### src/hw/hyper_w_pkg.sv
/* Widths, beat and descriptor structs and the converter state
   for the HyperBus write-data path. */

package hyper_w_pkg;

  localparam int unsigned NumPhys      = 2;  // 16-bit PHYs side by side.
  localparam int unsigned AxiDataWidth = 64;
  localparam int unsigned NumAxiBytes  = AxiDataWidth / 8;
  localparam int unsigned NumPhyBytes  = NumPhys * 2;
  localparam int unsigned AddrWidth    = 3;  // Byte offset in an AXI beat.
  localparam int unsigned LenWidth     = 8;

  typedef logic [AxiDataWidth-1:0]  axi_data_t;
  typedef logic [NumAxiBytes-1:0]   axi_strb_t;
  typedef logic [8*NumPhyBytes-1:0] phy_data_t;
  typedef logic [NumPhyBytes-1:0]   phy_strb_t;
  typedef logic [AddrWidth-1:0]     byte_off_t;
  typedef logic [2:0]               axi_size_t;  // Log2 of bytes per beat.
  typedef logic [LenWidth-1:0]      beat_len_t;

  typedef struct packed {
    byte_off_t start_addr;
    axi_size_t size;
    beat_len_t len;
    logic      is_write;
  } trans_t;

  typedef struct packed {
    axi_data_t data;
    axi_strb_t strb;
    logic      last;
  } axi_w_t;

  typedef struct packed {
    phy_data_t data;
    phy_strb_t strb;
    logic      last;
  } phy_beat_t;

  typedef enum logic [1:0] {
    Idle,
    WaitData,
    Sample,
    SendPhy
  } w2phy_state_t;

endpackage

### src/hw/hyper_trans_gate.sv
/* Write-address gate: descriptor register and the busy control
   that allows one transaction at a time. */
`timescale 1ns/1ps

module hyper_trans_gate (
  input  logic                clk_i,
  input  logic                rst_ni,
  input  logic                aw_valid_i,
  output logic                aw_ready_o,
  input  hyper_w_pkg::trans_t aw_i,
  input  logic                burst_done_i,
  output hyper_w_pkg::trans_t trans_o,
  output logic                trans_start_o
);
  import hyper_w_pkg::*;

  typedef enum logic [1:0] {
    GateIdle,
    GateStart,
    GateBusy
  } gate_state_t;

  gate_state_t state_d, state_q;
  trans_t      trans_q;
  logic        aw_hs;

  assign aw_ready_o    = (state_q == GateIdle);
  assign aw_hs         = aw_valid_i & aw_ready_o;
  assign trans_start_o = (state_q == GateStart);
  assign trans_o       = trans_q;

  always_comb begin : gate_fsm
    state_d = state_q;
    case (state_q)
      GateIdle: begin
        if (aw_hs) begin
          state_d = GateStart;
        end
      end
      GateStart: begin
        // Reads carry no data here.
        if (trans_q.is_write) begin
          state_d = GateBusy;
        end else begin
          state_d = GateIdle;
        end
      end
      GateBusy: begin
        if (burst_done_i) begin
          state_d = GateIdle;  // Last PHY beat has left.
        end
      end
      default: begin
        state_d = GateIdle;
      end
    endcase
  end

  always_ff @(posedge clk_i or negedge rst_ni) begin
    if (!rst_ni) begin
      state_q <= GateIdle;
    end else begin
      state_q <= state_d;
    end
  end

  always_ff @(posedge clk_i) begin
    if (aw_hs) begin
      trans_q <= aw_i;
    end
  end

endmodule

### src/hw/hyper_w2phy.sv
/* AXI write-beat to PHY-beat converter. Full and 32-bit sizes are split
   into PHY words, 8- and 16-bit sizes are packed into them. */
`timescale 1ns/1ps

module hyper_w2phy (
  input  logic                   clk_i,
  input  logic                   rst_ni,
  input  hyper_w_pkg::trans_t    trans_i,
  input  logic                   trans_start_i,
  input  logic                   w_valid_i,
  output logic                   w_ready_o,
  input  hyper_w_pkg::axi_w_t    w_i,
  output logic                   beat_valid_o,
  input  logic                   beat_ready_i,
  output hyper_w_pkg::phy_beat_t beat_o
);
  import hyper_w_pkg::*;

  w2phy_state_t state_d, state_q;
  axi_w_t       buf_d, buf_q;
  byte_off_t    byte_idx_d, byte_idx_q;  // Next lane in the AXI beat.
  byte_off_t    phy_cnt_d, phy_cnt_q;    // First lane of the word being sent.
  byte_off_t    end_cnt_d, end_cnt_q;
  phy_strb_t    mask_d, mask_q;
  logic         first_d, first_q;
  byte_off_t    byte_next;
  logic         narrow;
  logic         w_hs;
  logic         beat_hs;
  logic         word_end;

  assign narrow   = (trans_i.size < axi_size_t'($clog2(NumPhyBytes)));
  assign w_hs     = w_valid_i & w_ready_o;
  assign beat_hs  = beat_valid_o & beat_ready_i;
  assign word_end = (phy_cnt_q == end_cnt_q);

  // Aligned lane plus one beat, wraps at the AXI width.
  assign byte_next = ((byte_idx_q >> trans_i.size) << trans_i.size)
                     + byte_off_t'(1 << trans_i.size);

  assign beat_o.data = buf_q.data[8*phy_cnt_q +: 8*NumPhyBytes];
  assign beat_o.strb = buf_q.strb[phy_cnt_q +: NumPhyBytes] & mask_q;
  assign beat_o.last = buf_q.last & word_end;

  always_comb begin : counters
    byte_idx_d = byte_idx_q;
    first_d    = first_q;
    phy_cnt_d  = phy_cnt_q;
    end_cnt_d  = end_cnt_q;
    if (trans_start_i) begin
      byte_idx_d = trans_i.start_addr;
      first_d    = 1'b1;
    end
    if (w_hs) begin
      byte_idx_d = byte_next;
      first_d    = 1'b0;
      phy_cnt_d  = byte_idx_q & ~byte_off_t'(NumPhyBytes - 1);
      // Full-width beats run up to the top word.
      if (trans_i.size > axi_size_t'($clog2(NumPhyBytes))) begin
        end_cnt_d = byte_off_t'(NumAxiBytes - NumPhyBytes);
      end else begin
        end_cnt_d = phy_cnt_d;
      end
    end
    if (beat_hs && !word_end) begin
      phy_cnt_d = phy_cnt_q + byte_off_t'(NumPhyBytes);
    end
  end

  always_comb begin : sampler
    buf_d = buf_q;
    if (trans_start_i) begin
      buf_d.strb = '0;
      buf_d.last = 1'b0;
    end else if (w_hs) begin
      if (!narrow) begin
        buf_d = w_i;  // Whole beat, sent word by word.
      end else begin
        for (int b = 0; b < NumAxiBytes; b++) begin
          if ((byte_off_t'(b) >> trans_i.size) == (byte_idx_q >> trans_i.size)) begin
            buf_d.data[8*b +: 8] = w_i.data[8*b +: 8];
            buf_d.strb[b]        = w_i.strb[b];
          end
        end
        buf_d.last = w_i.last;
      end
      // No bytes below the start offset.
      if (first_q) begin
        for (int b = 0; b < NumAxiBytes; b++) begin
          if (b < byte_idx_q) begin
            buf_d.strb[b] = 1'b0;
          end
        end
      end
    end
  end

  always_comb begin : fsm
    state_d      = state_q;
    mask_d       = mask_q;
    w_ready_o    = 1'b0;
    beat_valid_o = 1'b0;
    case (state_q)
      Idle: begin
        if (trans_start_i && trans_i.is_write) begin
          state_d = WaitData;
        end
      end
      WaitData: begin
        if (w_valid_i) begin
          state_d = Sample;
        end
      end
      Sample: begin
        w_ready_o = 1'b1;
        mask_d    = '1;
        if (w_valid_i) begin
          if (!narrow || (byte_next % NumPhyBytes) == 0) begin
            state_d = SendPhy;
          end else if (w_i.last) begin
            // Short last word.
            state_d = SendPhy;
            for (int k = 0; k < NumPhyBytes; k++) begin
              mask_d[k] = (k < int'(byte_next % NumPhyBytes));
            end
          end else begin
            state_d = WaitData;
          end
        end
      end
      SendPhy: begin
        beat_valid_o = 1'b1;
        if (beat_ready_i) begin
          if (beat_o.last) begin
            state_d = Idle;
          end else if (word_end) begin
            state_d = WaitData;
          end
        end
      end
      default: begin
        state_d = Idle;
      end
    endcase
  end

  always_ff @(posedge clk_i or negedge rst_ni) begin
    if (!rst_ni) begin
      state_q    <= Idle;
      byte_idx_q <= '0;
      phy_cnt_q  <= '0;
      end_cnt_q  <= '0;
      mask_q     <= '1;
      first_q    <= 1'b0;
    end else begin
      state_q    <= state_d;
      byte_idx_q <= byte_idx_d;
      phy_cnt_q  <= phy_cnt_d;
      end_cnt_q  <= end_cnt_d;
      mask_q     <= mask_d;
      first_q    <= first_d;
    end
  end

  always_ff @(posedge clk_i) begin
    buf_q <= buf_d;
  end

endmodule

### src/hw/hyper_phy_buf.sv
/* Two-entry PHY beat FIFO with registered outputs and
   end-of-burst pulse at the PHY port. */
`timescale 1ns/1ps

module hyper_phy_buf (
  input  logic                   clk_i,
  input  logic                   rst_ni,
  input  logic                   beat_valid_i,
  output logic                   beat_ready_o,
  input  hyper_w_pkg::phy_beat_t beat_i,
  output logic                   phy_valid_o,
  input  logic                   phy_ready_i,
  output hyper_w_pkg::phy_beat_t phy_o,
  output logic                   burst_done_o
);
  import hyper_w_pkg::*;

  phy_beat_t  mem_q [2];
  logic       wr_ptr_q, rd_ptr_q;
  logic [1:0] cnt_q;
  logic       push, pop;

  assign beat_ready_o = (cnt_q != 2'd2);  // Low only when full.
  assign phy_valid_o  = (cnt_q != 2'd0);
  assign phy_o        = mem_q[rd_ptr_q];
  assign push         = beat_valid_i & beat_ready_o;
  assign pop          = phy_valid_o & phy_ready_i;
  assign burst_done_o = pop & phy_o.last;

  always_ff @(posedge clk_i or negedge rst_ni) begin
    if (!rst_ni) begin
      wr_ptr_q <= 1'b0;
      rd_ptr_q <= 1'b0;
      cnt_q    <= 2'd0;
    end else begin
      if (push) begin
        wr_ptr_q <= ~wr_ptr_q;
      end
      if (pop) begin
        rd_ptr_q <= ~rd_ptr_q;
      end
      case ({push, pop})
        2'b10:   cnt_q <= cnt_q + 2'd1;
        2'b01:   cnt_q <= cnt_q - 2'd1;
        default: cnt_q <= cnt_q;
      endcase
    end
  end

  always_ff @(posedge clk_i) begin
    if (push) begin
      mem_q[wr_ptr_q] <= beat_i;
    end
  end

endmodule

### src/hw/hyper_w_top.sv
/* Write-data path top: address gate, beat converter
   and PHY output buffer. */
`timescale 1ns/1ps

module hyper_w_top (
  input  logic                   clk_i,
  input  logic                   rst_ni,
  input  logic                   aw_valid_i,
  output logic                   aw_ready_o,
  input  hyper_w_pkg::trans_t    aw_i,
  input  logic                   w_valid_i,
  output logic                   w_ready_o,
  input  hyper_w_pkg::axi_w_t    w_i,
  output logic                   phy_valid_o,
  input  logic                   phy_ready_i,
  output hyper_w_pkg::phy_beat_t phy_o
);
  import hyper_w_pkg::*;

  trans_t    trans;
  logic      trans_start;
  logic      burst_done;
  logic      beat_valid;
  logic      beat_ready;
  phy_beat_t beat;

  hyper_trans_gate u_trans_gate (
    .clk_i,
    .rst_ni,
    .aw_valid_i,
    .aw_ready_o,
    .aw_i,
    .burst_done_i  (burst_done),
    .trans_o       (trans),
    .trans_start_o (trans_start)
  );

  hyper_w2phy u_w2phy (
    .clk_i,
    .rst_ni,
    .trans_i       (trans),
    .trans_start_i (trans_start),
    .w_valid_i,
    .w_ready_o,
    .w_i,
    .beat_valid_o  (beat_valid),
    .beat_ready_i  (beat_ready),
    .beat_o        (beat)
  );

  hyper_phy_buf u_phy_buf (
    .clk_i,
    .rst_ni,
    .beat_valid_i  (beat_valid),
    .beat_ready_o  (beat_ready),
    .beat_i        (beat),
    .phy_valid_o,
    .phy_ready_i,
    .phy_o,
    .burst_done_o  (burst_done)
  );

endmodule

### config.mk
export PLATFORM = sky130hd
export DESIGN_NAME = hyper_w_top
export DESIGN_NICKNAME = d
export VERILOG_FILES = /design/src/hw/hyper_w_pkg.sv /design/src/hw/hyper_trans_gate.sv /design/src/hw/hyper_w2phy.sv /design/src/hw/hyper_phy_buf.sv /design/src/hw/hyper_w_top.sv
export SDC_FILE = /design/constraint.sdc
export NUM_CORES = 1
export LEC_CHECK = 0
export BUFFER_PORTS_ARGS = -buffer_cell sky130_fd_sc_hd__buf_2
export CAP_MARGIN = 30
export CORE_ASPECT_RATIO = 1.4
export CORE_MARGIN = 3
export CORE_UTILIZATION = 45
export DETAILED_ROUTE_END_ITERATION = 16
export MAX_ROUTING_LAYER = met4
export PLACE_DENSITY = 0.78
export SYNTH_ARGS = -nofsm -noshare
export SYNTH_HDL_FRONTEND = slang
export SYNTH_SLANG_ARGS = --single-unit
export TNS_END_PERCENT = 1
### constraint.sdc
create_clock -name clk_i -period 4.9 [get_ports clk_i]
set_clock_uncertainty 0.15 [all_clocks]
set_input_delay 0.49 -clock clk_i [delete_from_list [all_inputs] [get_ports clk_i]]
set_output_delay 0.49 -clock clk_i [all_outputs]
set_load 0.005 [all_outputs]
# Word-level counts from Yosys, hierarchy flattened
# Memory sizes are Yosys's and may differ from the RTL's.
# Index checks and enable logic that the tools add are counted.
# W data, S select, Z words.
# totals
n_memories,1
regBits,102
wordCells,173
output_inout_bits,40
in_bits,93
ram_bits,74
# memory_table
name,depth,word_bits,rd,rd_clocked_by_memory_dff,write_ports,line_no,source
u_phy_buf.mem_q,2,37,1,0,1,hyper_phy_buf.sv:18,phy_beat_t mem_q [2];
# classes
mux,53
n_bitwise,10
add_sub_neg,4
eq_ne,32
shift,13
reduce_logical,23
n_lt_le_gt_ge,13
# ops
operator,count
$mux W73,1
$mux W8,8
$shiftx A64 B7 Y32,1
$logic_not A32 Y1,1
$eq A3 B3 Y1,9
$ne A2 B2 Y1 const B,13
$reduce_and A3 Y1,8
$mux W2,11
$mux W1,21
$mux W3,5
$mux W4,3
$shr A3 B3 Y3 const A,4
$lt A3 B3 Y1 const A,3
$eq A2 B2 Y1 const B,4
$pmux W2 S4,1
$reduce_bool A2 Y1,4
$shiftx A8 B4 Y4,1
$mux W7,1
$and A1 B1 Y1,6
$eq A2 B1 Y1 const B,3
$lt A1 B3 Y1 const A,2
$lt A2 B3 Y1 const A,2
$pmux W2 S3,1
$shr A1 B3 Y3 const A,2
other kinds (23),33

# Depth between registers and ports, before layout
# Gate-level depths: netlist of the first run.
# depth
depth_word,8
depth_mapped,12
ltp_nobuf,10

# Cells and area by module
# Synthesis of the first run repeated with hierarchy kept, for this count alone.
# hier_totals
hier_cells,472
hier_area_um2,7617.3
# by_module_without_submodules
mod,cells_per_inst,n_inst,seq_area_each_um2,area_per_inst_um2
hyper_w2phy,315,1,2407.3,4047.6
hyper_phy_buf,134,1,2322.2,3019.1
hyper_trans_gate,23,1,500.5,550.5

# Worst setup path after synthesis of the first run
# OpenSTA, ideal clock, no wires.
# synth_timing
kind,reg-to-reg
start,register u_phy_buf.cnt_q[1]
end,memory u_phy_buf.mem_q[0][0] (netlist bit) (enable)
setup_ns,0.431
path_slack_ns,2.068
n_path_buf,0
period_less_slack_ns,2.832
path_stages_with_launch,4
arrival_time_ns,2.250
required_time_ns,4.319
cell_sequence,dfrtp_1 > inv_1 > o211ai_1 > nor2_1
# synth_between
elab_chain_cells,4
# synth_rtl
element,line_no,source
from (decl),hyper_phy_buf.sv:20,logic [1:0] cnt_q;
from (signal assigned),hyper_phy_buf.sv:43,2'b10: cnt_q <= cnt_q + 2'd1;
from (signal assigned),hyper_phy_buf.sv:44,2'b01: cnt_q <= cnt_q - 2'd1;
from (signal assigned),hyper_phy_buf.sv:45,default: cnt_q <= cnt_q;
$ne A2 B2 Y1,hyper_phy_buf.sv:23,assign beat_ready_o = (cnt_q != 2'd2);
$and A1 B1 Y1,hyper_phy_buf.sv:26,assign push = beat_valid_i & beat_ready_o;
$mux W1,hyper_phy_buf.sv:51,if (push) begin
$mux W1 (implied by the code),hyper_phy_buf.sv:52,mem_q[wr_ptr_q] <= beat_i;
to (decl),hyper_phy_buf.sv:18,
# Every way passes these cells.

# Final worst setup path of the first run
# layout_timing
start,"register u_trans_gate.trans_q, in the netlist u_trans_gate.trans_o[9]"
end,register u_w2phy.state_q[1]
# layout_between
elab_chain_cells,8
elab_cells_between_ends,11
cone_classes,1 x add/sub; 1 x order compare; 3 x shift; 3 x mux; 3 x reduce/logical
# layout_rtl
element,line_no,source
from (decl),hyper_trans_gate.sv:24,trans_t trans_q;
from (signal assigned),hyper_trans_gate.sv:69,trans_q <= aw_i;
$shr A3 B3 Y3,hyper_w2phy.sv:38,assign byte_next = ((byte_idx_q >> trans_i.size) << trans_i.size)
$shl A3 B3 Y3,hyper_w2phy.sv:38,
$add A3 B3 Y3,hyper_w2phy.sv:39,+ byte_off_t'(1 << trans_i.size);
$logic_not A32 Y1,hyper_w2phy.sv:118,if (!narrow || (byte_next % NumPhyBytes) == 0) begin
$logic_or A1 B1 Y1 *,hyper_w2phy.sv:118,
$mux W2 *,hyper_w2phy.sv:118,
$mux W2 *,hyper_w2phy.sv:117,if (w_valid_i) begin
$pmux W2 S4 *,hyper_w2phy.sv:103,case (state_q)
to (signal assigned),hyper_w2phy.sv:149,state_q <= Idle;
to (signal assigned),hyper_w2phy.sv:156,state_q <= state_d;
to (decl),hyper_w2phy.sv:19,"w2phy_state_t state_d, state_q;"
# Every way passes the cells marked *; elsewhere a longest branch is shown, timed or not. The select of a mux whose other input is x is not followed.
# A chain may end at the register's enable or synchronous reset.

==> metrics.yaml, run 1 <==
status: "complete, no violations"
yosysUniqueCellTypes: 62
synth_area_leaders: "edfxtp_1, mux2_2, dfrtp_1"
num_antenna_cells: 0
dr.pass1.iters: 4
clkTransAtPathRegs_ns: 0.06
total_power_w: 0.00510
drcViolationCount: 0
synthesis.area_um2: 7190
dieArea_um2: 17600
avgRoutedWirePerCell_um: 18.2
clock_latency_ns: 0.42
vias: 4129
die_h_um: 156
grt_pass1_vias: 4464
yosys_warnings: 0
yosysSeqAreaShare_pct: 69.4
io_buffers: 124
initial_utilization_pct: 46.1
layout-drive-gt1-share_pct: 40.0
maxSlewHeadroom_pct: 35.9
rsz0062_at_grt: "false"
grt_use_total_pct: 17.4
fmax_mhz: 334
seq_area_um2: 4990
hold_viol: 0
nFillCells: 1286
grt_pass1_wl_um: 22900
place_congestion: 0.843
syn-num-nets: 562
p_leak_nw: 3.16
ys_seq_elements: 172
synthFlopType: "edfxtp_1"
worst_slew_pin_slew_ns: 0.962
vias_per_cell: 5.20
grt_overflow: 0
min_from: "aw_i[14]"
cts_tree: "done"
met2_usage_pct: 31.0
synth_edf_count: 145
powerDensity_nw_per_um2: 601
layout_min_cycle_time_ns: 2.99
ios: 133
finalCritPeriodShare_pct: 61.1
synth_common_cells: "edfxtp_1, mux2_2, nand2_1, nor2_1, a21oi_1"
yosysMostFrequentCell: "edfxtp_1"
syn_inst: 462
yosys.area.top_type: "edfxtp_1"
setup_viol: 0
cp-end-kind: "flip-flop"
setup_tns_ns: 0
fp-row-count: 54
nNetsFinal: 685
cp.arrival_ns: 3.15
antenna_found_initial: 0
antenna_left: 0
core_area_um2: 15600
synth.avg_cell_area_um2: 15.6
drt_iter0_drc: 245
grt_max_degree: 40
cap_violations: 0
top_usage_layer: "met2"
async_flop_share_pct: 10.5
clock_path_buffers: 2
ir_drop_mv: 0.303
cp-startpoint: "u_trans_gate.trans_o[9]"
cts_max_level: 4
die_w_um: 113
drt_wl_total_um: 14500
timing.rr.start: "u_trans_gate.trans_o[9]"
startpoint_type: "flip-flop"
critPathMaxFanout: 14
hp-class: "in -> reg"
cts_buffers: 17
report.final.slew_viol_count: 0
synthToLayoutAreaGrowth_pct: 18.1
dp_hpwl_um: 10100
required_ns: 5.06
cts_root_buf: "clkbuf_16"
multi_input_area_um2: 2000
grt_use_met3_pct: 4.23
cts.sinks: 172
grt_use_met1_pct: 18.9
path_class: "reg -> reg"
synth_top_area_share_pct: 60.6
[stage by stage]
step | hold slack, ns | std cells | utilization, % | setup WS (ns) | area [um2]
floorplan | 0.0444 | 462 | - | 2.07 | 7190
global placement | 0.296 | 759 | 50.6 | 1.91 | 7890
detailed placement | 0.296 | 760 | 50.7 | 1.87 | 7920
CTS | 0.0735 | 793 | 54.3 | 1.93 | 8470
global route | 0.0748 | 794 | 54.4 | 1.70 | 8490
finish | 0.0906 | 794 | 54.4 | 1.91 | 8490
[worst max-delay path: stages, from the launching register on]
cell      delay, ns
edfxtp_1       0.62
inv_1          0.13
ha_1           0.35
nor2b_1        0.18
ha_1           0.20
inv_1          0.06
fa_1           0.46
a21oi_1        0.23
nor2b_1        0.17
o22ai_1        0.09
a22o_1         0.24
[cells in the final DEF, fill, tap and decap left out, types with 5 or more instances in the layout]
cell type and instances:
nor2_1 22, a21oi_1 21, dfrtp_1 12, nand2_1 27, edfxtp_1 145, clkbuf_16 17
nor2b_1 17, buf_2 124, clkinv_1 5, nand3_1 5, o21ai_0 11, mux2_2 69
ha_1 6, inv_1 9, mux2i_1 6, dfxtp_1 9, xnor2_1 13
[routing by layer]
| layer | share of wire (%) | up-vias | routed length, um |
|---|---|---|---|
| li1 | - | 1960 | - |
| met4 | 1.8 | 0 | 264 |
| met2 | 56 | 118 | 8130 |
| met3 | 4.8 | 20 | 689 |
| met1 | 37 | 2031 | 5390 |
| met5 | 0 | - | 0 |
[final timing paths]
path / endpoint / slack, ns / depth (start not counted)
min reg2reg: u_w2phy.buf_q[0] / 0.31 / 2
min: u_trans_gate.trans_o[14] / 0.09 / 1
max reg2reg: u_w2phy.state_q[1] / 1.91 / 10
max in group asynchronous: u_w2phy.mask_q[0] / 3.89 / 2
min in group asynchronous: u_phy_buf.cnt_q[1] / 0.38 / 2
max: u_w2phy.state_q[1] / 1.91 / 10
[flip-flops by register name, indices dropped and copies added, names as in the netlist]
name and flops:
u_w2phy.end_cnt_q 1, u_w2phy.first_q 1, u_phy_buf.rd_ptr_q 1, u_trans_gate.state_q 2, u_w2phy.phy_cnt_q 1, u_phy_buf.wr_ptr_q 1
u_phy_buf.cnt_q 2, u_w2phy.state_q 2, u_w2phy.mask_q 4, u_w2phy.byte_idx_q 3, u_trans_gate.trans_o 7, u_phy_buf.mem_q 74
u_w2phy.buf_q 73
[kinds of logic (layout without fill, tap and decap cells)]
| group | Yosys count | in the layout | share of synthesized area [%] |
|---|---|---|---|
| flip-flops | 172 | 172 | 69.4 |
| XOR/XNOR | 14 | 14 | 1.71 |
| AND/OR/NAND/NOR | 98 | 98 | 6.91 |
| adder cells (fa/ha/maj) | 7 | 7 | 1.32 |
| multiplexers | 77 | 77 | 12.0 |
| buffers and inverters | 32 | 168 | 2.91 |
| AO/OA/AOI/OAI | 62 | 62 | 5.71 |
[cell type report]
class | count | area share (%)
clock inverters | 11 | 1.19
well taps | 196 | 2.89
clock buffers | 21 | 5.19
repair buffers | 127 | 7.99
multi-input cells | 258 | 23.5
flip-flops and latches | 172 | 58.8
inverters | 9 | 0.398
[what timing repair did]
action	CTS	global route
setup buffers	0	0
hold endpoints to repair	14	0
gates resized for setup	0	0
hold buffers	1	0
endpoints found under the setup margin	0	0
[report_power, final]
group | switching (W) | total (W) | internal [W]
clock | 0.000503 | 0.00124 | 0.000738
combinational | 0.000758 | 0.00147 | 0.000711
sequential | 0.000281 | 0.00239 | 0.00211
total | 0.00154 | 0.00510 | 0.00356
No activity file was read; power rests on OpenSTA's default activity.
==> inputs of run 2 (changes only) <==
Clock period 4.9 ns to 2.8 ns, I/O delays scaled along.
==> run 2 against run 1 <==
Net effect: utilization increased by 6.6 points; critical path depth unchanged; clock-buffer cell count increased by 1; sequential cell count unchanged; combinational power increased by 96%; global-route usage increased by 1.8 points; cell area increased by 12%; setup slack got worse by 1.7 ns; clock power increased by 94%; first-iteration DRC count decreased by 6.5%; maximum frequency increased by 14%; critical endpoint unchanged; largest cell class unchanged; largest power group unchanged.
==> metrics.yaml, run 2 (synthesis gave the netlist of run 1 again) <==
status: "complete, no violations"
cp-end-kind: "flip-flop"
p_leak_nw: 3.65
startpoint_type: "flip-flop"
ios: 133
drt_wl_total_um: 16200
maxSlewHeadroom_pct: 37.4
layout-drive-gt1-share_pct: 38.5
dieArea_um2: 17600
cp_cell_sequence: "inv_1, ha_1, nor2b_1, ha_1, inv_1, fa_1, a21oi_1, nor2b_1, o22ai_1, a22o_1"
path_class: "reg -> reg"
dp_slack_ns: 0.198
hp-class: "in -> reg"
ir_drop_mv: 0.475
cp_top_family: "adder cells"
avgRoutedWirePerCell_um: 18.1
setup_tns_ns: 0
cts_tree: "done"
holdWs_ns: 0.0300
required_ns: 2.97
dp_hpwl_um: 10700
cts_buffers: 17
cts_root_buf: "clkbuf_16"
cap_violations: 0
powerDensity_nw_per_um2: 990
post_cts_buffers: 0
cts-resized-gates: 0
report.final.slew_viol_count: 0
finalCritPeriodShare_pct: 93.7
drcViolationCount: 0
die_h_um: 156
core_area_um2: 15600
grt_use_total_pct: 19.2
final_common_cell: "edfxtp_1"
slowest_stage: "edfxtp_1"
clock_latency_ns: 0.43
num_antenna_cells: 0
place_congestion: 0.934
clock_path_buffers: 2
setup_ws_ns: 0.177
grt_max_degree: 38
io_buffers: 124
rsz0062_at_grt: "false"
top_register: "u_phy_buf.mem_q"
critPathMaxFanout: 6
fp-row-count: 54
antenna_left: 0
final_cell_mix: "edfxtp_1, buf_2, dlygate4sd3_1"
setup_viol: 0
hold_buffers: 81
critPathBufInv: 2
drt_iter0_drc: 229
cts.sinks: 172
crit_path_max_incr_delay_ns: 0.50
grt_pass1_vias: 4765
initial_utilization_pct: 46.1
die_w_um: 113
clkTransAtPathRegs_ns: 0.06
worst_slew_pin_slew_ns: 0.939
grt_pass1_wl_um: 24900
hold_viol: 0
vias: 4593
antenna_found_initial: 0
dr.pass1.iters: 4
largest_reg_flops: 74
fmax_mhz: 381
grt_overflow: 0
layout_min_cycle_time_ns: 2.62
cts_max_level: 4
synthToLayoutAreaGrowth_pct: 32.4
cp.arrival_ns: 2.79
nNetsFinal: 786
vias_per_cell: 5.13
[run 2: cell count changes in the layout (fill, tap and decap cells not counted), sizes merged]
cell / delta
buf: +21
bufinv: -1
clkbuf: +1
clkinv: -6
clkinvlp: -1
dlygate4sd3: +80
inv: +7
[run 2: stage by stage]
stage / area (um2) / utilization, % / std cells / total power, W
after floorplan: 7190 / - / 462 / 0.00593
after global placement: 8090 / 51.8 / 782 / 0.00684
after detailed placement: 8090 / 51.8 / 782 / 0.00697
after CTS: 9520 / 61.0 / 895 / 0.00947
after global routing: 9520 / 61.0 / 895 / 0.00991
final: 9520 / 61.0 / 895 / 0.00942
[run 2: path summary, 6_finish.rpt]
path / startpoint / to / slack (ns) / cells after the start
hold / removal: phy_ready_i / u_phy_buf.rd_ptr_q / 0.03 / 3
setup / recovery: u_trans_gate.trans_o[9] / u_w2phy.state_q[1] / 0.18 / 10
setup reg to reg: u_trans_gate.trans_o[9] / u_w2phy.state_q[1] / 0.18 / 10
min in group asynchronous: rst_ni / u_phy_buf.wr_ptr_q / 0.18 / 2
hold reg to reg: u_w2phy.buf_q[8] / u_w2phy.buf_q[8] / 0.32 / 2
max in group asynchronous: rst_ni / u_w2phy.mask_q[2] / 1.99 / 2
[run 2: power by group]
part | total [W] | leakage, nW | switching, W | internal [W]
clock | 0.00241 | 0.314 | 0.000969 | 0.00144
sequential | 0.00413 | 1.61 | 0.000438 | 0.00369
combinational | 0.00288 | 1.72 | 0.00146 | 0.00142
[run 2: worst register-to-register path, delay by kind of cell (launching register included)]
family	cells	cell delay (ns)
buffers and inverters	2	0.19
adders and majority gates	3	0.88
and+or+nand+nor	2	0.28
AOI/OAI and AO/OA	3	0.53
DFF	1	0.50
[run 2: cell type report]
class | count | area (um2)
fillers | 1165 | 6090
flip-flops and latches | 172 | 4990
multi-input cells | 258 | 2000
repair buffers | 228 | 1630
clock buffers | 22 | 528
well taps | 196 | 245
clock inverters | 10 | 91.3
inverters | 9 | 33.8
[run 2: per-layer routing]
layer / track usage, % / vias to the layer above / wire length [um]
met5: - / - / 0
met4: 9.39 / 0 / 549
met3: 3.57 / 35 / 539
met2: 34.1 / 138 / 9170
met1: 20.6 / 2248 / 5940
li1: - / 2172 / -
